`src/verilog/bcam_pkg.sv`:
```
/* bcam bank shared definitions
   register map, control word bits and configuration address layout */
`default_nettype none

package bcam_pkg;

    //////////////////////////////////////////////////
    // widths

    // config data width, also key and value width
    localparam int REG_WIDTH       = 32;
    localparam int TABLE_SEL_WIDTH = 4;
    localparam int REG_SEL_WIDTH   = 4;

    //////////////////////////////////////////////////
    // register offsets inside one table window

    localparam logic [REG_SEL_WIDTH-1:0] REG_CTRL         = 4'd0;
    localparam logic [REG_SEL_WIDTH-1:0] REG_ENTRY_ID     = 4'd1;
    localparam logic [REG_SEL_WIDTH-1:0] REG_LOOKUP_COUNT = 4'd3;
    localparam logic [REG_SEL_WIDTH-1:0] REG_HIT_COUNT    = 4'd4;
    localparam logic [REG_SEL_WIDTH-1:0] REG_MISS_COUNT   = 4'd5;

    // data window, key then value
    localparam logic [REG_SEL_WIDTH-1:0] REG_KEY          = 4'd8;
    localparam logic [REG_SEL_WIDTH-1:0] REG_VALUE        = 4'd9;

    //////////////////////////////////////////////////
    // control word bits

    localparam int CTRL_RD_BIT     = 0;
    localparam int CTRL_WR_BIT     = 1;
    localparam int CTRL_RST_BIT    = 2;
    // entry valid on WR, read-back status on RD
    localparam int CTRL_IN_USE_BIT = 31;

    //////////////////////////////////////////////////
    // configuration word address

    // flat word address, or table index over register index
    typedef union packed {
        logic [TABLE_SEL_WIDTH+REG_SEL_WIDTH-1:0] raw;
        struct packed {
            logic [TABLE_SEL_WIDTH-1:0] table_sel;
            logic [REG_SEL_WIDTH-1:0]   reg_sel;
        } fields;
    } cfg_addr_u;

endpackage

`default_nettype wire

```
`src/verilog/bcam_request_router.sv`:
```
/* bcam request router
   splits config accesses and lookups into per-table strobes, registers read data */
`default_nettype none

module bcam_request_router #(
    parameter int NUM_TABLES = 4
) (
    input  logic                                  core_clk_ifc,
    input  logic                                  arst_n,

    // configuration port
    input  logic                                  cfg_wr_en,
    input  logic                                  cfg_rd_en,
    input  bcam_pkg::cfg_addr_u                   cfg_addr,
    input  logic [bcam_pkg::REG_WIDTH-1:0]        cfg_wdata,
    output logic [bcam_pkg::REG_WIDTH-1:0]        cfg_rdata,
    output logic                                  cfg_rd_valid,

    // lookup port
    input  logic                                  lookup_valid,
    input  logic [bcam_pkg::TABLE_SEL_WIDTH-1:0]  lookup_table,
    input  logic [bcam_pkg::REG_WIDTH-1:0]        lookup_key,

    // towards the tables
    output logic [NUM_TABLES-1:0]                 tbl_wr_en,
    output logic [bcam_pkg::REG_SEL_WIDTH-1:0]    tbl_reg_sel,
    output logic [bcam_pkg::REG_WIDTH-1:0]        tbl_wdata,
    input  logic [bcam_pkg::REG_WIDTH-1:0]        tbl_rdata [NUM_TABLES],
    output logic [NUM_TABLES-1:0]                 tbl_lookup_en,
    output logic [bcam_pkg::REG_WIDTH-1:0]        tbl_lookup_key
);

    import bcam_pkg::*;

    logic [REG_WIDTH-1:0] rd_word;

    //////////////////////////////////////////////////
    // per-table strobes

    // one-hot decode, indexes past NUM_TABLES select nothing
    always_comb begin
        for (int t = 0; t < NUM_TABLES; t++) begin
            tbl_wr_en[t]     = cfg_wr_en && (cfg_addr.fields.table_sel == t);
            tbl_lookup_en[t] = lookup_valid && (lookup_table == t);
        end
    end

    // shared by all tables, qualified by the strobes
    assign tbl_reg_sel    = cfg_addr.fields.reg_sel;
    assign tbl_wdata      = cfg_wdata;
    assign tbl_lookup_key = lookup_key;

    //////////////////////////////////////////////////
    // read return

    // unmapped table reads as zero
    always_comb begin
        rd_word = '0;
        for (int t = 0; t < NUM_TABLES; t++) begin
            if (cfg_addr.fields.table_sel == t) begin
                rd_word = tbl_rdata[t];
            end
        end
    end

    always_ff @(posedge core_clk_ifc or negedge arst_n) begin
        if (!arst_n) begin
            cfg_rd_valid <= 1'b0;
        end else begin
            cfg_rd_valid <= cfg_rd_en;
        end
    end

    always_ff @(posedge core_clk_ifc) begin
        if (cfg_rd_en) begin
            cfg_rdata <= rd_word;
        end
    end

    //////////////////////////////////////////////////
    // checks

    // a lookup to a missing table would never produce a result
    lookup_table_in_range : assert property (
        @(posedge core_clk_ifc) disable iff (!arst_n)
        lookup_valid |-> (lookup_table < NUM_TABLES)
    ) else $error("lookup to table %0d, only %0d tables", lookup_table, NUM_TABLES);

    // config port carries one access per cycle
    cfg_single_access : assert property (
        @(posedge core_clk_ifc) disable iff (!arst_n)
        !(cfg_wr_en && cfg_rd_en)
    ) else $error("write and read strobes in the same cycle");

endmodule

`default_nettype wire

```
`config.mk`:
```
export PLATFORM = sky130hd
export DESIGN_NAME = bcam_request_router
export DESIGN_NICKNAME = d
export VERILOG_FILES = /design/src/verilog/bcam_pkg.sv /design/src/verilog/bcam_request_router.sv
export SDC_FILE = /design/constraint.sdc
export NUM_CORES = 1
export LEC_CHECK = 0
export BUFFER_PORTS_ARGS = -buffer_cell sky130_fd_sc_hd__clkbuf_2
export CAP_MARGIN = 20
export CORE_AREA = 5 5 121 123
export CTS_CLUSTER_SIZE = 25
export DETAILED_ROUTE_END_ITERATION = 10
export DIE_AREA = 0 0 126 128
export MAX_ROUTING_LAYER = met4
export PLACE_DENSITY = 0.56
export RECOVER_POWER = 50
export SKIP_CTS_REPAIR_TIMING = 1
export SLEW_MARGIN = 20
export SYNTH_ARGS = -nofsm -noshare
export SYNTH_HDL_FRONTEND = slang
export SYNTH_SLANG_ARGS = --single-unit
export TNS_END_PERCENT = 10
```
`constraint.sdc`:
```
create_clock -name core_clk_ifc -period 0.9 [get_ports core_clk_ifc]
set_input_delay 0.045 -clock core_clk_ifc [delete_from_list [all_inputs] [get_ports core_clk_ifc]]
set_output_delay 0.045 -clock core_clk_ifc [all_outputs]
set_load 0.1 [all_outputs]
```
==> flow_summary.toml <==
[layout]
final_common_cell = "clkbuf_2"
most-common-layout-cells = "138 x clkbuf_2, 64 x mux2i_1, 46 x buf_12, 32 x edfxtp_1, 24 x o22ai_1"
nFillCells = 1384
area_growth_pct = 61.4
fin_nets = 552
drive_above_1_share_pct = 63.1
diodes = 0

[run_status]
violations = "setup timing"
status = "finished with violations"

[setup_path]
crit_chain = "buf_6 -> or3b_4 -> nor3_4 -> buf_12"
end_kind = "output pin"
slowest_delay_ns = 0.46
cp.arrival_ns = 0.98
crit_slowest_cell = "or3b_4"
critPathMaxFanout = 4
cp-start-kind = "input pin"
path_class = "in2out"
required_ns = 0.85

[clocking]
cts_tree = "done"
clock_path_buffers = 2
numCtsBuffers = 5
cts_num_sinks = 33
cts_root_buf = "clkbuf_16"
clk_pin_slew_ns = 0.06
ctsHtreeMaxLevel = 2

[grt]
overflow = 0
grt_use_total_pct = 10.8
grt_first_pass_wirelength_um = 13200
grt_antenna_before_repair = 0
grt_max_degree = 33
grt_pass1_vias = 2289

[floorplanning]
start_util_pct = 18.8
pin_count = 318
core_sq_um = 13600
die-area_sq_um = 16100
die_x_um = 126
num_rows = 43
die_y_um = 128

[yosys]
synth_top_family_by_area = "multiplexers"
syn-cell-area_sq_um = 2550
syn_inst = 227
muxShareOfSynthArea_pct = 25.1
ys_ff_latch = 33
synthAdderAreaFrac_pct = 0
yosysSeqAreaShare_pct = 38.6
synth-xor-area-share_pct = 0
synth-compound-area-share_pct = 7.84
avgSynthCellArea_sq_um = 11.2
synth-simple-area-share_pct = 3.38
yosysUniqueCellTypes = 18
yosys_warnings = 0
synth_nets = 436

[detailed_routing]
ant_nets = 0
dr.pass1.iters = 4
drt_iter0_markers = 29
drc = 0
drt-vias-per-instance = 4.02
dr_total_vias = 2108
wl_per_cell_um = 17.6
routed_wl_um = 9240

[pwr]
leakage_nw = 1.94
p_per_area_nw_per_um2 = 1450
ir_worst_vdd_uv = 720

[timing]
finalCritPeriodShare_pct = 114
slew_headroom_pct = 81.3
rsz0062_at_grt = "yes"
slew_violations = 0
fin_ws_ns = -0.130
worst_pin_slew_ns = 0.272
finalHoldViolations = 0
setup_tns_ns = -1.28
min_period_ns = 1.03
max_clock_freq_mhz = 971
setup_viol = 51

[place]
preCtsSetupSlack_ns = -0.258
post-dp-hpwl_um = 7970
port_buffers = 181
gp_congestion = 0.844

[hold_path]
hold_class = "in2async"

[job]
maxCapViolations = 0
==> power breakdown <==
group	switching (mW)	total, mW	internal [mW]
Sequential	0.0952	1.93	1.83
Combinational	1.35	2.29	0.938
Clock	0.591	1.76	1.17
==> kinds of logic after synthesis <==
kind of cell,count (synthesis)
mux,64
buf+inv,86
flops,33
simple gates,12
compound gates,32
==> final cells by class <==
type                       count  area (sq um)  share of cell area (%)
clock buffer                   7           153                    3.71
clock inverter                 1          5.00                   0.122
tap                          180           225                    5.47
timing repair buffer         193          1690                    40.9
inverter                       2          15.0                   0.365
multi-input combinational    108          1050                    25.5
sequential                    33           986                    23.9
==> metal layers <==
metal	GRT usage, %	wire [um]	up-vias
met5	-	0	-
met4	4.35	289	0
met3	5.13	1130	39
met2	20.6	5290	126
met1	9.02	2540	933
li1	-	-	1010
==> sequential cells by signal, summed over array words and instances (netlist names) <==
| signal | count |
|---|---|
| cfg_rd_valid | 1 |
| cfg_rdata | 32 |
==> cells in the mapped netlist (all sizes together) <==
cell type / number / share of area [%]
inv: 2 / 0.29
buf: 80 / 24
o22ai: 32 / 7.8
or3b: 2 / 0.69
nor4bb: 1 / 0.39
nor2: 1 / 0.15
mux2i: 64 / 25
nor3: 4 / 0.78
edfxtp: 32 / 38
or3: 1 / 0.25
and4b: 2 / 0.78
dfrtp: 1 / 0.98
clkbuf: 4 / 0.59
and4: 1 / 0.34
==> through the flow <==
stage / hold slack, ns / util [%] / instance area (sq um) / std cells / total power, mW
floorplan: -0.251 / - / 2660 / 227 / 4.64
global placement: -0.178 / 28.6 / 3880 / 514 / 4.21
detailed placement: -0.176 / 28.6 / 3880 / 514 / 4.23
CTS: -0.478 / 29.8 / 4040 / 522 / 6.04
global route: 0.0833 / 30.4 / 4120 / 524 / 6.21
finish: 0.0703 / 30.4 / 4120 / 524 / 5.97
==> worst max-delay path: cells and delay by family <==
family	cells	cell delay (ns)
AND/OR/NAND/NOR	2	0.64
buffers and inverters	2	0.29
==> path summary, 6_finish.rpt <==
path                           startpoint                     end  slack [ns]
min in group core_clk_ifc  lookup_key[13]      tbl_lookup_key[13]        0.09
max in group asynchronous          arst_n  cfg_rd_valid$_DFF_PN0_        0.74
worst max-delay path          cfg_addr[6]            tbl_wr_en[3]       -0.13
worst min-delay path               arst_n  cfg_rd_valid$_DFF_PN0_        0.07
Power figures use the tool's default switching activity.
