### config.mk
export PLATFORM = sky130hd
export DESIGN_NAME = bcam_table
export DESIGN_NICKNAME = d
export VERILOG_FILES = /design/src/verilog/bcam_pkg.sv /design/src/verilog/bcam_table.sv
export SDC_FILE = /design/constraint.sdc
export NUM_CORES = 2
export LEC_CHECK = 0
export ABC_CLOCK_PERIOD_IN_PS = 3100
export BUFFER_PORTS_ARGS = -buffer_cell sky130_fd_sc_hd__buf_2
export CAP_MARGIN = 5
export CORE_ASPECT_RATIO = 1.4
export CORE_UTILIZATION = 61
export DETAILED_ROUTE_END_ITERATION = 7
export PLACE_DENSITY = 0.79
export SYNTH_ARGS = -nofsm -noshare
export SYNTH_HDL_FRONTEND = slang
export SYNTH_SLANG_ARGS = --single-unit
### constraint.sdc
create_clock -name core_clk_ifc -period 3.1 [get_ports core_clk_ifc]
set_clock_uncertainty 0.05 [all_clocks]
set_input_delay 0.465 -clock core_clk_ifc [delete_from_list [all_inputs] [get_ports core_clk_ifc]]
set_output_delay 0.465 -clock core_clk_ifc [all_outputs]
set_load 0.005 [all_outputs]
### src/verilog/bcam_pkg.sv
/* bcam bank shared definitions
   register map, control word bits and configuration address layout */
`default_nettype none

package bcam_pkg;

    //////////////////////////////////////////////////
    // widths

    // config data width, also key and value width
    localparam int REG_WIDTH       = 32;
    localparam int TABLE_SEL_WIDTH = 4;
    localparam int REG_SEL_WIDTH   = 4;

    //////////////////////////////////////////////////
    // register offsets inside one table window

    localparam logic [REG_SEL_WIDTH-1:0] REG_CTRL         = 4'd0;
    localparam logic [REG_SEL_WIDTH-1:0] REG_ENTRY_ID     = 4'd1;
    localparam logic [REG_SEL_WIDTH-1:0] REG_LOOKUP_COUNT = 4'd3;
    localparam logic [REG_SEL_WIDTH-1:0] REG_HIT_COUNT    = 4'd4;
    localparam logic [REG_SEL_WIDTH-1:0] REG_MISS_COUNT   = 4'd5;

    // data window, key then value
    localparam logic [REG_SEL_WIDTH-1:0] REG_KEY          = 4'd8;
    localparam logic [REG_SEL_WIDTH-1:0] REG_VALUE        = 4'd9;

    //////////////////////////////////////////////////
    // control word bits

    localparam int CTRL_RD_BIT     = 0;
    localparam int CTRL_WR_BIT     = 1;
    localparam int CTRL_RST_BIT    = 2;
    // entry valid on WR, read-back status on RD
    localparam int CTRL_IN_USE_BIT = 31;

    //////////////////////////////////////////////////
    // configuration word address

    // flat word address, or table index over register index
    typedef union packed {
        logic [TABLE_SEL_WIDTH+REG_SEL_WIDTH-1:0] raw;
        struct packed {
            logic [TABLE_SEL_WIDTH-1:0] table_sel;
            logic [REG_SEL_WIDTH-1:0]   reg_sel;
        } fields;
    } cfg_addr_u;

endpackage

`default_nettype wire

### src/verilog/bcam_table.sv
/* bcam table
   exact-match entries with staging registers, CTRL commands, counters and lookup */
`default_nettype none

module bcam_table #(
    parameter  int NUM_ENTRIES = 8,
    localparam int ENTRY_WIDTH = (NUM_ENTRIES > 1) ? $clog2(NUM_ENTRIES) : 1
) (
    input  logic                               core_clk_ifc,
    input  logic                               arst_n,

    // register window
    input  logic                               wr_en,
    input  logic [bcam_pkg::REG_SEL_WIDTH-1:0] reg_sel,
    input  logic [bcam_pkg::REG_WIDTH-1:0]     wdata,
    output logic [bcam_pkg::REG_WIDTH-1:0]     rdata,

    // lookup
    input  logic                               lookup_en,
    input  logic [bcam_pkg::REG_WIDTH-1:0]     lookup_key,
    output logic                               res_valid,
    output logic                               res_hit,
    output logic [ENTRY_WIDTH-1:0]             res_entry,
    output logic [bcam_pkg::REG_WIDTH-1:0]     res_value
);

    import bcam_pkg::*;

    // entry storage
    logic [REG_WIDTH-1:0]   entry_key   [NUM_ENTRIES];
    logic [REG_WIDTH-1:0]   entry_value [NUM_ENTRIES];
    logic [NUM_ENTRIES-1:0] entry_in_use;

    // staging and command registers
    logic [REG_WIDTH-1:0]   stage_key;
    logic [REG_WIDTH-1:0]   stage_value;
    logic [REG_WIDTH-1:0]   entry_id;
    logic [ENTRY_WIDTH-1:0] entry_idx;
    logic                   rd_status;

    logic [REG_WIDTH-1:0]   lookup_count;
    logic [REG_WIDTH-1:0]   hit_count;
    logic [REG_WIDTH-1:0]   miss_count;

    logic                   ctrl_wr;
    logic                   ctrl_rst;
    logic                   match_hit;
    logic [ENTRY_WIDTH-1:0] match_idx;
    logic [REG_WIDTH-1:0]   match_value;

    assign entry_idx = entry_id[ENTRY_WIDTH-1:0];
    assign ctrl_wr   = wr_en && (reg_sel == REG_CTRL);
    assign ctrl_rst  = ctrl_wr && wdata[CTRL_RST_BIT];

    //////////////////////////////////////////////////
    // configuration and counters

    always_ff @(posedge core_clk_ifc or negedge arst_n) begin
        if (!arst_n) begin
            for (int i = 0; i < NUM_ENTRIES; i++) begin
                entry_key[i]   <= '0;
                entry_value[i] <= '0;
            end
            entry_in_use <= '0;
            stage_key    <= '0;
            stage_value  <= '0;
            entry_id     <= '0;
            rd_status    <= 1'b0;
            lookup_count <= '0;
            hit_count    <= '0;
            miss_count   <= '0;
        end else if (ctrl_rst) begin
            // RST beats WR and RD, and drops a lookup in the same cycle
            for (int i = 0; i < NUM_ENTRIES; i++) begin
                entry_key[i]   <= '0;
                entry_value[i] <= '0;
            end
            entry_in_use <= '0;
            stage_key    <= '0;
            stage_value  <= '0;
            entry_id     <= '0;
            rd_status    <= 1'b0;
            lookup_count <= '0;
            hit_count    <= '0;
            miss_count   <= '0;
        end else begin
            if (wr_en) begin
                case (reg_sel)
                    REG_CTRL: begin
                        if (wdata[CTRL_WR_BIT]) begin
                            // bit 31 clear turns this into a delete
                            entry_key[entry_idx]    <= stage_key;
                            entry_value[entry_idx]  <= stage_value;
                            entry_in_use[entry_idx] <= wdata[CTRL_IN_USE_BIT];
                        end else if (wdata[CTRL_RD_BIT]) begin
                            stage_key   <= entry_key[entry_idx];
                            stage_value <= entry_value[entry_idx];
                            rd_status   <= entry_in_use[entry_idx];
                        end
                    end
                    REG_ENTRY_ID: entry_id    <= wdata;
                    REG_KEY:      stage_key   <= wdata;
                    REG_VALUE:    stage_value <= wdata;
                    default: ;
                endcase
            end
            // counters wrap
            if (lookup_en) begin
                lookup_count <= lookup_count + 1'b1;
                if (match_hit) begin
                    hit_count <= hit_count + 1'b1;
                end else begin
                    miss_count <= miss_count + 1'b1;
                end
            end
        end
    end

    // read mux, unmapped offsets read zero
    always_comb begin
        rdata = '0;
        case (reg_sel)
            REG_CTRL:         rdata[CTRL_IN_USE_BIT] = rd_status;
            REG_ENTRY_ID:     rdata = entry_id;
            REG_LOOKUP_COUNT: rdata = lookup_count;
            REG_HIT_COUNT:    rdata = hit_count;
            REG_MISS_COUNT:   rdata = miss_count;
            REG_KEY:          rdata = stage_key;
            REG_VALUE:        rdata = stage_value;
            default:          rdata = '0;
        endcase
    end

    //////////////////////////////////////////////////
    // match

    // scan downwards so the lowest matching index is kept
    always_comb begin
        match_hit   = 1'b0;
        match_idx   = '0;
        match_value = '0;
        for (int i = NUM_ENTRIES - 1; i >= 0; i--) begin
            if (entry_in_use[i] && (entry_key[i] == lookup_key)) begin
                match_hit   = 1'b1;
                match_idx   = ENTRY_WIDTH'(i);
                match_value = entry_value[i];
            end
        end
    end

    always_ff @(posedge core_clk_ifc or negedge arst_n) begin
        if (!arst_n) begin
            res_valid <= 1'b0;
        end else begin
            res_valid <= lookup_en;
        end
    end

    always_ff @(posedge core_clk_ifc) begin
        if (lookup_en) begin
            res_hit   <= match_hit;
            res_entry <= match_idx;
            res_value <= match_value;
        end
    end

    // commands act on the stored ENTRY_ID, so it must name a real entry
    entry_id_in_range : assert property (
        @(posedge core_clk_ifc) disable iff (!arst_n)
        (ctrl_wr && (wdata[CTRL_WR_BIT] || wdata[CTRL_RD_BIT])) |-> (entry_id < NUM_ENTRIES)
    ) else $error("ENTRY_ID %0d out of range", entry_id);

endmodule

`default_nettype wire

==> qor.txt <==
# port buffers -> 140
Worst slew margin -> 30.22%
FP Rows -> 111
placed cell areas -> 43,860 um^2
pre-CTS WS -> -0.6413 ns
Placer Congestion -> 1.066
data required time of the worst path -> 2.58 ns
r2r setup slk -> -0.06 ns
Routed WL -> 185,500 um
Worst IR Drop VDD -> 528.1 uV
Final WS setup -> -0.06157 ns
PD cells -> 492.4 nW/um^2
crit end category -> primary output
Final min period -> 3.162 ns
Final Hold Fails -> 0
antenna-violating nets left -> 0
Metal-1 WL -> 58,390 um
synthesized area -> 40,540 um^2
Filler cells -> 5,180
ys async rst share -> 95.20%
critical path class -> reg2out
first-pass GRT wire length -> 268,800 um
htree depth -> 3
initial drt markers -> 7,306
metal2 WL -> 77,960 um
failing checks -> design-rule violations, negative setup slack
HP Class -> in2reg
GR Overflow Total -> 0
top post-synthesis cells by area -> dfrtp_1 44%, nand2_1 12%, a21oi_1 8.2%
commonest cells in the netlist -> 1,300 x nand2_1, 714 x dfrtp_1, 664 x a21oi_1, 385 x clkbuf_1, 201 x nor2_1
vias in the first global route -> 40,260
DIE WIDTH -> 219.9 um
largest family of logic cells by synthesized area -> compound AO/OA/AOI/OAI gates
final net count -> 5,026
Area growth, synth to finish -> 15.27%
share of cells above drive strength 1 -> 13.97%
drt wl/cell -> 31.57 um
Power, Total -> 23,010 uW
top layer in use -> met5
synth warn -> 0
worst path arrival time -> 2.65 ns
post-synthesis sequential area ratio -> 46.75%
Synth Area per Inst -> 8.327 um^2
post-synthesis xor/xnor area fraction -> 6.741%
register bit total from synthesis -> 750
core footprint -> 65,550 um^2
post-synth top area share -> 44.08%
I/O pin count -> 141
fin crit share -> 102.0%
Final setup viols -> 12
TNS Setup -> -0.3678 ns
Initial Util -> 61.84%
Detailed Place HPWL -> 121,200 um
RSZ-0062 raised after global routing -> yes
Achievable Freq -> 0.3163 GHz
Compound-Gate Fraction of Synth Area -> 20.93%
via count -> 42,020
post-synth top area cell -> dfrtp_1
drc violations -> 104
standby leakage power -> 0.01966 uW
TritonCTS buffer count -> 74
CTS Sinks -> 750
Die Ht -> 307.0 um
crit path max fanout -> 10
area fraction in and, or, nand and nor cells after synthesis -> 18.49%
Die ar. -> 67,500 um^2
Worst-Skew Late Latency -> 0.67 ns
clock tree buffer depth -> 3
Slew @ Worst Pin -> 1.046 ns
Post-synth top flop -> dfrtp_1
largest net degree at the start of global routing -> 142
status -> complete, but fails checks
Tot GR Track Use -> 55.46%
fin area -> 46,720 um^2
initial antenna violation count -> 25
Max Cap Viol -> 0
Synth Area in Adders -> 0.09260%
post-synthesis mux area share -> 1.303%
Net Count, Synth -> 4,943
post-synth cell types -> 60
Final Max Tran Viols -> 0
root buffer cell -> clkbuf_16
most numerous cell in the Yosys netlist -> nand2_1
CTS clk-pin slew, worst paths -> 0.06 ns
Post-synth EDFFs -> 36
CTS tree -> built
Pre-antenna DRT Iters -> 8
via/cell ratio -> 7.149
Gate Count Post-Synth -> 4,868
DR WL met3 -> 28,000 um
critical path startpoint category -> flip-flop
==> routing by layer <==
metal	vias to the layer above	track usage [%]
li1	16960	-
met1	19990	63.80
met2	3801	79.06
met3	1263	21.67
met4	10	50.30
met5	-	0.2963
==> per-stage QoR <==
stage	instances	util (%)	hold WS, ns
floorplan	4868	-	0.1194
global placement	5712	66.91	0.4383
detailed placement	5712	66.91	0.4309
CTS	5852	70.80	0.04807
global route	5860	71.21	0.06697
finish	5877	71.28	0.06012
==> registers in the layout, summed over array words and instances, names as in the netlist <==
register	cells
res_entry	3
entry_in_use	8
stage_key	32
rd_status	1
lookup_count	32
entry_key	256
entry_id	32
hit_count	32
res_valid	1
miss_count	32
res_hit	1
res_value	32
entry_value	256
stage_value	32
==> critical path, cell delays in order, from the launching register on <==
cell and delay, ns:
dfrtp_2 0.64, a222oi_1 1.01, nand2_1 0.16, buf_2 0.18
==> path summary, 6_finish.rpt <==
check / startpoint / to / cells past startpoint
hold / removal: wdata[27] / entry_id[27] / 3
min in group asynchronous: arst_n / entry_key[15] / 2
hold reg to reg: rd_status / rd_status / 2
setup / recovery: stage_key[23] / rdata[23] / 3
max in group asynchronous: arst_n / entry_value[107] / 4
setup reg to reg: entry_key[54] / res_value[26] / 10
==> repair_timing <==
action,4_1_cts,5_1_grt
pin swaps,4,39
gates cloned,1,0
setup buffers,3,5
resized for setup,8,56
hold buffers,1,0
hold endpoints to repair,50,0
endpoints found under the setup margin,99,98
==> report_power, final <==
| part | switching, uW | internal [uW] | total (uW) |
|---|---|---|---|
| logic | 1890 | 850 | 2740 |
| clock network | 4160 | 5230 | 9390 |
| registers | 707 | 10200 | 10900 |
| total | 6760 | 16200 | 23000 |
==> kinds of logic (layout without fill, tap and decap cells) <==
logic type | count (synthesis) | in the layout
AO/OA/AOI/OAI | 1368 | 1369
buffers and inverters | 593 | 734
AND/OR/NAND/NOR | 1806 | 1806
XOR/XNOR | 312 | 312
flip-flops | 750 | 750
other | 0 | 20
multiplexers | 36 | 36
adder cells (fa/ha/maj) | 3 | 3
==> cells in the final DEF, fill, tap and decap left out, drive strengths merged, types with 5 or more instances in the layout <==
cell and n:
diode 20, and2 13, clkbuf 109, clkinv 15
edfxtp 36, nor2 201, nand4 53, a41oi 28
a221oi 9, nor4 67, a22oi 173, o21a 67
o21ai 156, o31ai 52, dfrtp 714, or4 11
a22o 21, or3 20, nor3 20, and3 19
mux2i 19, inv 121, nand3 71, and4 6
a31oi 42, a21oi 664, a222oi 63, o31a 5
nand2 1300, mux4 13, nor2b 8, o221ai 42
xor2 160, nand2b 7, a21boi 22, buf 483
o2111ai 6, xnor2 152
==> area by class of cell <==
cell class              count  area, um^2  share of cell area (%)
multi-input cells        3526       19650                   42.06
flip-flops and latches    750       18970                   40.59
repair buffers            484        4116                   8.810
clock buffers             109        2175                   4.654
well taps                 847        1060                   2.268
inverters                 115       431.7                  0.9239
clock inverters            26       274.0                  0.5865
diodes                     20       50.05                  0.1071
Power figures use the tool's default switching activity.
